--- src/verilog/issue_pkg.sv ---
package issue_pkg;

    // Data path and register index widths
    localparam int WORD_W    = 32;
    localparam int REG_IDX_W = 5;

    // Integer register file depth
    localparam int NUM_REGS  = 32;

    // Instructions, operands and results
    typedef logic [WORD_W-1:0]    word_t;

    // Architectural register number
    typedef logic [REG_IDX_W-1:0] reg_idx_t;

    // Field positions in the instruction word
    // rs1 sits at [19:15], rs2 at [24:20], rd at [11:7]
    localparam int RS1_LSB = 15;
    localparam int RS2_LSB = 20;
    localparam int RD_LSB  = 7;

    // x0 reads as zero and drops writes
    localparam reg_idx_t REG_ZERO = '0;

endpackage

--- src/verilog/issue_select.sv ---
`timescale 1ns/1ps

module issue_select
    import issue_pkg::*;
(
    input  logic     clk_i,
    input  logic     rst_i,

    // Fetch side
    input  logic     fetch_valid_i,
    input  word_t    fetch_instr_i,
    input  logic     fetch_rd_valid_i,
    input  logic     fetch_load_i,
    input  logic     fetch_mul_i,

    // Producer in E1 and pipe stall
    input  logic     e1_busy_i,
    input  reg_idx_t e1_rd_i,
    input  logic     stall_i,

    output logic     issue_o,
    output logic     fetch_accept_o,
    output logic     opcode_valid_o,
    output reg_idx_t ra_idx_o,
    output reg_idx_t rb_idx_o,
    output reg_idx_t rd_idx_o
);

    reg_idx_t              ra_idx_w;
    reg_idx_t              rb_idx_w;
    reg_idx_t              rd_idx_w;
    logic [NUM_REGS-1:0]   scoreboard_w;
    logic                  hazard_w;
    logic                  issue_w;

    // Register fields of the fetched word
    assign ra_idx_w = fetch_instr_i[RS1_LSB +: REG_IDX_W];
    assign rb_idx_w = fetch_instr_i[RS2_LSB +: REG_IDX_W];
    assign rd_idx_w = fetch_instr_i[RD_LSB +: REG_IDX_W];

    // Loads and multiplies have no result until E2, so their
    // destination is busy for the one cycle they spend in E1
    always_comb
    begin
        scoreboard_w = '0;
        if (e1_busy_i)
            scoreboard_w[e1_rd_i] = 1'b1;
    end

    // rd is checked too so writeback keeps program order
    assign hazard_w = scoreboard_w[ra_idx_w]
                    | scoreboard_w[rb_idx_w]
                    | scoreboard_w[rd_idx_w];

    // Issue decision
    assign issue_w = fetch_valid_i && !stall_i && !hazard_w;

    assign issue_o        = issue_w;
    assign opcode_valid_o = issue_w;

    // Idle fetch is always accepted
    assign fetch_accept_o = fetch_valid_i ? issue_w : 1'b1;

    assign ra_idx_o = ra_idx_w;
    assign rb_idx_o = rb_idx_w;
    assign rd_idx_o = rd_idx_w;

    // Fetch keeps a refused instruction steady until it goes in
    a_fetch_hold : assert property (
        @(posedge clk_i) disable iff (rst_i)
        fetch_valid_i && !fetch_accept_o
            |=> fetch_valid_i
                && $stable(fetch_instr_i)
                && $stable({fetch_rd_valid_i, fetch_load_i, fetch_mul_i})
    ) else $error("issue_select: fetch changed a refused instruction");

endmodule

--- src/verilog/pipe_track.sv ---
`timescale 1ns/1ps

module pipe_track
    import issue_pkg::*;
(
    input  logic     clk_i,
    input  logic     rst_i,

    // Instruction entering E1
    input  logic     issue_i,
    input  reg_idx_t issue_rd_i,
    input  logic     issue_rd_valid_i,
    input  logic     issue_load_i,
    input  logic     issue_mul_i,

    // Execution unit results
    input  word_t    alu_result_e1_i,
    input  logic     mem_valid_i,
    input  word_t    mem_result_i,
    input  word_t    mul_result_e2_i,

    // E1 status
    output logic     e1_busy_o,
    output logic     e1_alu_o,
    output reg_idx_t e1_rd_o,

    // E2 status
    output logic     e2_valid_o,
    output reg_idx_t e2_rd_o,
    output word_t    e2_result_o,

    output logic     stall_o,

    // Writeback
    output logic     wb_valid_o,
    output reg_idx_t wb_rd_o,
    output word_t    wb_result_o
);

    // E1
    logic     e1_valid_q;
    logic     e1_load_q;
    logic     e1_mul_q;
    logic     e1_rd_valid_q;
    reg_idx_t e1_rd_q;

    // E2
    logic     e2_valid_q;
    logic     e2_load_q;
    logic     e2_mul_q;
    logic     e2_rd_valid_q;
    reg_idx_t e2_rd_q;
    word_t    e2_alu_q;

    // Writeback
    logic     wb_valid_q;
    reg_idx_t wb_rd_q;
    word_t    wb_result_q;

    logic     stall_w;
    word_t    e2_result_w;

    // Load in E2 still waiting on memory
    assign stall_w = e2_valid_q && e2_load_q && !mem_valid_i;

    // Result leaving E2
    always_comb
    begin
        if (e2_load_q)
            e2_result_w = mem_result_i;
        else if (e2_mul_q)
            e2_result_w = mul_result_e2_i;
        else
            e2_result_w = e2_alu_q;
    end

    always_ff @(posedge clk_i or posedge rst_i)
    begin
        if (rst_i)
        begin
            e1_valid_q    <= 1'b0;
            e1_load_q     <= 1'b0;
            e1_mul_q      <= 1'b0;
            e1_rd_valid_q <= 1'b0;
            e2_valid_q    <= 1'b0;
            e2_load_q     <= 1'b0;
            e2_mul_q      <= 1'b0;
            e2_rd_valid_q <= 1'b0;
            wb_valid_q    <= 1'b0;
        end
        else if (!stall_w)
        begin
            e1_valid_q    <= issue_i;
            e1_load_q     <= issue_i && issue_load_i;
            e1_mul_q      <= issue_i && issue_mul_i;
            e1_rd_valid_q <= issue_i && issue_rd_valid_i;
            e2_valid_q    <= e1_valid_q;
            e2_load_q     <= e1_load_q;
            e2_mul_q      <= e1_mul_q;
            e2_rd_valid_q <= e1_rd_valid_q;
            // Only register writers commit
            wb_valid_q    <= e2_valid_q && e2_rd_valid_q;
        end
        else
        begin
            // E1 and E2 frozen with a bubble into writeback
            wb_valid_q    <= 1'b0;
        end
    end

    always_ff @(posedge clk_i)
    begin
        if (!stall_w)
        begin
            e1_rd_q     <= issue_rd_i;
            e2_rd_q     <= e1_rd_q;
            e2_alu_q    <= alu_result_e1_i;
            wb_rd_q     <= e2_rd_q;
            wb_result_q <= e2_result_w;
        end
    end

    // Producers the scoreboard must wait for
    assign e1_busy_o = e1_valid_q && (e1_load_q || e1_mul_q);

    // ALU result usable for bypass straight from E1
    assign e1_alu_o  = e1_valid_q && e1_rd_valid_q && !e1_load_q && !e1_mul_q;
    assign e1_rd_o   = e1_rd_q;

    assign e2_valid_o  = e2_valid_q && e2_rd_valid_q;
    assign e2_rd_o     = e2_rd_q;
    assign e2_result_o = e2_result_w;

    assign stall_o = stall_w;

    assign wb_valid_o  = wb_valid_q;
    assign wb_rd_o     = wb_rd_q;
    assign wb_result_o = wb_result_q;

    // Nothing enters E1 while a load waits in E2
    a_no_issue_in_stall : assert property (
        @(posedge clk_i) disable iff (rst_i)
        issue_i |-> !stall_w
    ) else $error("pipe_track: issue while the pipe is stalled");

    // Destination carried from issue must be known by writeback
    a_wb_rd_known : assert property (
        @(posedge clk_i) disable iff (rst_i)
        wb_valid_q |-> !$isunknown(wb_rd_q)
    ) else $error("pipe_track: writeback destination unknown");

endmodule

--- src/verilog/regfile_bypass.sv ---
`timescale 1ns/1ps

module regfile_bypass
    import issue_pkg::*;
(
    input  logic     clk_i,
    input  logic     rst_i,

    // Read indices from the issuing instruction
    input  reg_idx_t ra_idx_i,
    input  reg_idx_t rb_idx_i,

    // E1 ALU result
    input  logic     e1_alu_i,
    input  reg_idx_t e1_rd_i,
    input  word_t    alu_result_e1_i,

    // E2 result
    input  logic     e2_valid_i,
    input  reg_idx_t e2_rd_i,
    input  word_t    e2_result_i,

    // Writeback, also the write port
    input  logic     wb_valid_i,
    input  reg_idx_t wb_rd_i,
    input  word_t    wb_result_i,

    output word_t    ra_operand_o,
    output word_t    rb_operand_o
);

    word_t regs_q [NUM_REGS];
    word_t ra_value_w;
    word_t rb_value_w;

    // Single write port, x0 never written
    always_ff @(posedge clk_i or posedge rst_i)
    begin
        if (rst_i)
        begin
            for (int i = 0; i < NUM_REGS; i++)
                regs_q[i] <= '0;
        end
        else if (wb_valid_i && (wb_rd_i != REG_ZERO))
        begin
            regs_q[wb_rd_i] <= wb_result_i;
        end
    end

    // Later checks win, so the youngest producer overrides older ones
    function automatic word_t pick_operand(input reg_idx_t idx);
        word_t value;
        value = regs_q[idx];
        if (wb_valid_i && (wb_rd_i == idx))
            value = wb_result_i;
        if (e2_valid_i && (e2_rd_i == idx))
            value = e2_result_i;
        if (e1_alu_i && (e1_rd_i == idx))
            value = alu_result_e1_i;
        // x0 is hardwired
        if (idx == REG_ZERO)
            value = '0;
        return value;
    endfunction

    always_comb
    begin
        ra_value_w = pick_operand(ra_idx_i);
        rb_value_w = pick_operand(rb_idx_i);
    end

    assign ra_operand_o = ra_value_w;
    assign rb_operand_o = rb_value_w;

endmodule

--- src/verilog/issue_top.sv ---
`timescale 1ns/1ps

module issue_top
    import issue_pkg::*;
(
    input  logic     clk_i,
    input  logic     rst_i,

    // Fetch
    input  logic     fetch_valid_i,
    input  word_t    fetch_instr_i,
    input  logic     fetch_rd_valid_i,
    input  logic     fetch_load_i,
    input  logic     fetch_mul_i,

    // Execution unit results
    input  word_t    alu_result_e1_i,
    input  logic     mem_valid_i,
    input  word_t    mem_result_i,
    input  word_t    mul_result_e2_i,

    output logic     fetch_accept_o,
    output logic     opcode_valid_o,
    output word_t    opcode_ra_operand_o,
    output word_t    opcode_rb_operand_o,
    output logic     exec_hold_o,

    // Commit
    output logic     commit_valid_o,
    output reg_idx_t commit_rd_o,
    output word_t    commit_value_o
);

    logic     issue_w;
    reg_idx_t ra_idx_w;
    reg_idx_t rb_idx_w;
    reg_idx_t rd_idx_w;
    logic     e1_busy_w;
    logic     e1_alu_w;
    reg_idx_t e1_rd_w;
    logic     e2_valid_w;
    reg_idx_t e2_rd_w;
    word_t    e2_result_w;
    logic     stall_w;
    logic     wb_valid_w;
    reg_idx_t wb_rd_w;
    word_t    wb_result_w;

    issue_select issue_select_inst
    (
        .clk_i,
        .rst_i,
        .fetch_valid_i,
        .fetch_instr_i,
        .fetch_rd_valid_i,
        .fetch_load_i,
        .fetch_mul_i,
        .e1_busy_i      (e1_busy_w),
        .e1_rd_i        (e1_rd_w),
        .stall_i        (stall_w),
        .issue_o        (issue_w),
        .fetch_accept_o,
        .opcode_valid_o,
        .ra_idx_o       (ra_idx_w),
        .rb_idx_o       (rb_idx_w),
        .rd_idx_o       (rd_idx_w)
    );

    pipe_track pipe_track_inst
    (
        .clk_i,
        .rst_i,
        .issue_i          (issue_w),
        .issue_rd_i       (rd_idx_w),
        .issue_rd_valid_i (fetch_rd_valid_i),
        .issue_load_i     (fetch_load_i),
        .issue_mul_i      (fetch_mul_i),
        .alu_result_e1_i,
        .mem_valid_i,
        .mem_result_i,
        .mul_result_e2_i,
        .e1_busy_o        (e1_busy_w),
        .e1_alu_o         (e1_alu_w),
        .e1_rd_o          (e1_rd_w),
        .e2_valid_o       (e2_valid_w),
        .e2_rd_o          (e2_rd_w),
        .e2_result_o      (e2_result_w),
        .stall_o          (stall_w),
        .wb_valid_o       (wb_valid_w),
        .wb_rd_o          (wb_rd_w),
        .wb_result_o      (wb_result_w)
    );

    regfile_bypass regfile_bypass_inst
    (
        .clk_i,
        .rst_i,
        .ra_idx_i     (ra_idx_w),
        .rb_idx_i     (rb_idx_w),
        .e1_alu_i     (e1_alu_w),
        .e1_rd_i      (e1_rd_w),
        .alu_result_e1_i,
        .e2_valid_i   (e2_valid_w),
        .e2_rd_i      (e2_rd_w),
        .e2_result_i  (e2_result_w),
        .wb_valid_i   (wb_valid_w),
        .wb_rd_i      (wb_rd_w),
        .wb_result_i  (wb_result_w),
        .ra_operand_o (opcode_ra_operand_o),
        .rb_operand_o (opcode_rb_operand_o)
    );

    // Execution units hold while a load waits on memory
    assign exec_hold_o = stall_w;

    assign commit_valid_o = wb_valid_w;
    assign commit_rd_o    = wb_rd_w;
    assign commit_value_o = wb_result_w;

endmodule

--- config.mk ---
export PLATFORM = sky130hd
export DESIGN_NAME = issue_top
export DESIGN_NICKNAME = d
export VERILOG_FILES = /design/src/verilog/issue_pkg.sv /design/src/verilog/issue_select.sv /design/src/verilog/pipe_track.sv /design/src/verilog/regfile_bypass.sv /design/src/verilog/issue_top.sv
export SDC_FILE = /design/constraint.sdc
export NUM_CORES = 2
export LEC_CHECK = 0
export BUFFER_PORTS_ARGS = -buffer_cell sky130_fd_sc_hd__buf_2
export CAP_MARGIN = 20
export CORE_UTILIZATION = 60
export DETAILED_ROUTE_END_ITERATION = 12
export PLACE_DENSITY_LB_ADDON = 0.25
export SLEW_MARGIN = 5
export SYNTH_ARGS = -nofsm -noshare
export SYNTH_HDL_FRONTEND = slang
export SYNTH_SLANG_ARGS = --single-unit
--- constraint.sdc ---
create_clock -name clk_i -period 46.7 [get_ports clk_i]
set_input_delay 9.34 -clock clk_i [delete_from_list [all_inputs] [get_ports clk_i]]
set_output_delay 9.34 -clock clk_i [all_outputs]
set_load 0.005 [all_outputs]
Word level (Yosys, flattened, before mapping)
Index checks and enable logic that the tools add are counted.
Cells by class
  magnitude comparators: 9
  eq/ne operators: 6
  multiplexer cells: 30
  bitwise logic cells: 5
  reduce and logical (&&, ||, !) cells: 30
Operators by type and width (number)
  1024-bit bitwise mux: 1
  32-bit 2-to-1 mux: 16
  32-bit binary-select mux with 5-bit select: 2
  32-bit demux with 5-bit select: 1
  5-bit == test: 6
  5-bit by 6-bit less-than comparator with 1-bit output, second input constant: 4
  1-bit logical AND: 21
  6-bit greater-or-equal comparator, second input constant: 3
  5-bit inverter with 6-bit output: 3
  1-bit binary-select mux with 5-bit select: 3
  5-bit zero test: 2
  6-bit by 1-bit less-than comparator with 1-bit output, second input constant: 1
  1-bit 2-to-1 mux: 6
  1-bit demux with 5-bit select: 1
  5-bit by 1-bit greater-or-equal comparator with 1-bit output, second input constant: 1
  1-bit zero test: 5
  5-bit nonzero test: 1
  1-bit bitwise OR: 2
  1-bit logical OR: 1
Storage, ports and cells
  bits in registers: 1112
  input port bits: 135

Depth between registers and ports, before layout
  word-level depth: 12
  gate-level depth with buffers: 10
  mapped depth without buffers: 6

By module
From an unflattened synthesis, not the netlist that was laid out.
Unflattened totals
  cell total of the unflattened synthesis: 3910
  area total of the unflattened synthesis: 59504.6 µm²
By module, submodules not included
  regfile_bypass: instances 1, cells an instance 3650, area an instance 55749.7 µm², seq. area each 25624.6 µm²
  pipe_track: instances 1, cells an instance 219, area an instance 3439.5 µm², seq. area each 2597.5 µm²
  issue_select: instances 1, cells an instance 41, area an instance 315.3 µm², seq. area each 0.0 µm²

Worst setup path before layout
Ideal clock, no wire load.
  kind: input -> output
  start: input port mem_valid_i
  end: output port fetch_accept_o
  arrival: 13.041 ns
  data required time: 37.360 ns
  path slack: 24.319 ns
  cell stages on the path: 4
  buffers on the path: 1
  cell sequence: or2_2 > clkbuf_1 > clkinv_1 > o21ai_0
Between the ends
  word-level cells in the longest chain between the ends: 6
RTL lines
  from (decl): RTL line issue_top.sv:18  | input logic mem_valid_i,
  1-bit zero test: RTL line pipe_track.sv:64  | assign stall_w = e2_valid_q && e2_load_q && !mem_valid_i;
  1-bit logical AND: RTL line pipe_track.sv:64
  net exec_hold_o: RTL line issue_top.sv:26  | output logic exec_hold_o,
  1-bit zero test
  1-bit logical AND (2 in series): RTL line issue_select.sv:56  | assign issue_w = fetch_valid_i && !stall_i && !hazard_w;
  1-bit 2-to-1 mux: RTL line issue_select.sv:62  | assign fetch_accept_o = fetch_valid_i ? issue_w : 1'b1;
  to (decl): RTL line issue_top.sv:22  | output logic fetch_accept_o,
The timed path passes the listed nets, and every way through them passes these cells.

Worst setup path after layout
  start: input port fetch_instr_i[20]
  end: output port opcode_rb_operand_o[11]
Between the ends
  word-level cells in the longest chain between the ends: 8
  elaborated cells between the ends (all ways): 15
RTL lines
  from (decl): RTL line issue_top.sv:11  | input word_t fetch_instr_i,
  5-bit inverter with 6-bit output (not written as such): RTL line regfile_bypass.sv:53  | value = regs_q[idx];
  32-bit binary-select mux with 5-bit select: RTL line regfile_bypass.sv:53
  32-bit 2-to-1 mux (not written as such) (2 in series): RTL line regfile_bypass.sv:53
  32-bit 2-to-1 mux: RTL line regfile_bypass.sv:54  | if (wb_valid_i && (wb_rd_i == idx))
  32-bit 2-to-1 mux: RTL line regfile_bypass.sv:56  | if (e2_valid_i && (e2_rd_i == idx))
  32-bit 2-to-1 mux: RTL line regfile_bypass.sv:58  | if (e1_alu_i && (e1_rd_i == idx))
  32-bit 2-to-1 mux *: RTL line regfile_bypass.sv:61  | if (idx == REG_ZERO)
  to (decl): RTL line issue_top.sv:25  | output word_t opcode_rb_operand_o,
Mark *: on every way between the ends. The rest lies on a longest branch, timed or not. The select of a mux whose other input is x is not followed.

==> run metrics <==
outcome completed; Port Buffers between 200 and 250; met3 Track Usage GR 0.1188; DR vias around 41000; startpoint types primary input; minimum clock period about 23 ns; top-level port count 240; Post-Syn Nets between 4000 and 5000; root buf cell clkbuf_16; Post-Place Worst Slack 23.51 ns; Pre-antenna DRT Iters 6; Fin. Hold Viols 0; worst ir drop on vdd 32.42 µV; final setup margin about 23 ns; post-CTS sizing 0; Post-synth EDFFs 79; GRT Util Overall 0.3733; Synth Flop Type dfrtp_1; Post-synth top cells 1033 x dfrtp_1, 992 x mux2_2, 352 x mux4_2, 341 x mux2i_1, 225 x clkbuf_1; met2 Usage GRT 0.5579; Cell Pwr Density roughly 42 mW/mm²; Crit. End Element output pin; worst setup path startpoint fetch_instr_i[20]; initial antenna violation count 8; vias in the first global route about 41000; DP HPWL around 110 mm; nets 4419; Worst-Skew Late Latency 0.70 ns; register bit total from synthesis ~1100; Reg2Reg Setup Slack 43.43 ns; Clock transition at path regs about 0.060 ns; Max clock buf depth 3; # rows between 100 and 150; FF-to-FF path depth 4; largest area contributor in the netlist dfrtp_1; Reg2Reg Launch Point pipe_track_inst.wb_rd_o[0]; top cells by area, synth dfrtp_1 44%, mux2_2 19%, mux4_2 13%; TritonCTS Buffers roughly 110; Leak approximately 0.03 µW; top cell type's share of synthesized area 0.4359; Final Max Tran Viols 0; unrepaired setup endpoints after global routing false; Post-Syn Area ~0.059 mm²; Critical path destination opcode_rb_operand_o[11]; Fmax achieved 0.04276 GHz; largest net degree at the start of global routing approximately 160; area added between synthesis and finish 10.22%; clk_skew around 0.017 ns; routability cong. slightly below 0.9; CTS Hold Bufs 0; CP Max Fanout 42; post-synth cell types between 50 and 60; WL final about 190 mm; global-route met1 utilization 0.4922; first-pass GRT wire length 272.0 mm; most crowded layer after global routing met2; grt ovf 0; Die X 316.4 µm; setup TNS 0 ns; fraction of layout cells with a size suffix above 1 0.4470; critical path type primary input to output pin; most common cell in the netlist dfrtp_1; Via density about 7.3; CP required 37.36 ns; maxcap violations 0; H-Tree Level Count 3; initial drt markers 4884; sequential-to-total area share from yosys stat 0.4759; Initial Util 0.6096; Tightest Pin Transition 1.310 ns; die height between 300 and 400 µm; Reg2Reg Capture Point regfile_bypass_inst.regs_q[372]; Post CTS Setup Buffer Count 0; share of synthesized flip-flops with an asynchronous set or reset 0.9290; core area a little under 0.1 mm²; WL/cell about 33 µm; CTS tree yes; Ys Warns 0; Setup-failing EPs final 0; Worst Hold Class flop to flop; average size of a mapped cell around 14 µm²; DRC 0; Synth Instances roughly 4300; Slew Limit Headroom 0.1147; Antenna Nets Post-Route 0; crit share post-route 0.5008; Sink Count around 1100; die area 0.1001 mm²; CP arrival 14.05 ns
==> placed cells by master, fill, tap and decap left out, drive strengths merged, types with 3 or more instances in the layout <==
master,Yosys,layout
a211oi,50,50
a21oi,26,26
a221oi,14,14
a22o,3,3
a22oi,154,154
buf,244,360
bufinv,0,14
clkbuf,227,173
clkinv,1,21
clkinvlp,0,3
dfrtp,1033,1033
diode,0,4
edfxtp,79,79
inv,2,4
mux2,992,992
mux2i,341,341
mux4,359,359
nand2,179,179
nand2b,4,4
nand3,7,7
nand3b,9,9
nand4,3,3
nor2,69,69
nor2b,4,4
nor3,19,19
nor3b,4,4
nor4,25,25
nor4b,34,34
o21ai,162,162
o221ai,19,19
o22a,19,19
o22ai,137,137
or2,3,3
or3b,4,4
xnor2,8,8
xor2,27,27
==> worst max-delay path: stages <==
cell,delay (ns)
buf_8,0.33
buf_4,0.76
buf_4,0.82
nor4bb_4,0.60
buf_4,0.46
a22oi_1,0.12
nand2_1,0.09
nor4_1,0.07
a211oi_1,0.95
o21ai_0,0.18
buf_2,0.18
==> cell type report <==
type | count | area, µm²
well taps | 1276 | 1597
repair buffers | 360 | 2425
diodes | 4 | 10.01
clock inverters | 39 | 560.5
multi-input cells | 2693 | 29000
fillers | 6819 | 31910
flip-flops and latches | 1112 | 28220
clock buffers | 173 | 3533
inverters | 3 | 18.77
==> routing by layer <==
metal,up-vias,share of wire
li1,16427,-
met1,21450,0.37
met2,2674,0.45
met3,644,0.12
met4,6,0.053
met5,-,0.00019
==> through the flow <==
stage               hold slack, ns  power, µW    util  cell area, µm²  cells
global route                0.4105       2834  0.6719           65360   5659
detailed placement          0.3833       1745  0.6275           61040   5434
CTS                         0.3976       2728  0.6695           65130   5646
floorplan                   0.4413       1592       -           59310   4279
finish                      0.3951       2742  0.6719           65360   5660
global placement            0.3763       1718  0.6268           60970   5431
==> sequential cells by signal, summed over array words and instances, names as in the netlist <==
name                           cells
regfile_bypass_inst.regs_q      1024
pipe_track_inst.e1_rd_o            5
pipe_track_inst.e2_rd_valid_q      1
pipe_track_inst.wb_valid_o         1
pipe_track_inst.e2_alu_q          32
pipe_track_inst.e2_mul_q           1
pipe_track_inst.e1_mul_q           1
pipe_track_inst.wb_result_o       32
pipe_track_inst.e2_rd_o            5
pipe_track_inst.e1_load_q          1
pipe_track_inst.e1_rd_valid_q      1
pipe_track_inst.e2_valid_q         1
pipe_track_inst.wb_rd_o            5
pipe_track_inst.e2_load_q          1
pipe_track_inst.e1_valid_q         1
==> power by group <==
group          internal, µW  total, µW  leakage (µW)  switching, µW
combinational           267        506        0.0132            240
clock                   597        990       0.00202            394
sequential             1120       1250        0.0150            122
==> cell families after synthesis <==
logic type             share of synthesized area
AO/OA/AOI/OAI                            0.06479
buffers and inverters                    0.03930
AND/OR/NAND/NOR                          0.03205
flip-flops                                0.4759
XOR/XNOR                                0.005296
multiplexers                              0.3827
==> worst min-delay path by stage <==
stage	startpoint	end	slack, ns	depth (start not counted)
final	regfile_bypass_inst.regs_q[1014]	regfile_bypass_inst.regs_q[1014]	0.40	0
after global routing	regfile_bypass_inst.regs_q[1020]	regfile_bypass_inst.regs_q[1020]	0.41	0
after CTS	regfile_bypass_inst.regs_q[1005]	regfile_bypass_inst.regs_q[1005]	0.40	0
after detailed placement	regfile_bypass_inst.regs_q[1012]	regfile_bypass_inst.regs_q[1012]	0.38	0
after global placement	regfile_bypass_inst.regs_q[1006]	regfile_bypass_inst.regs_q[1006]	0.38	0
after floorplan	regfile_bypass_inst.regs_q[1002]	regfile_bypass_inst.regs_q[1002]	0.44	1
(Power assumes the default switching activity.)
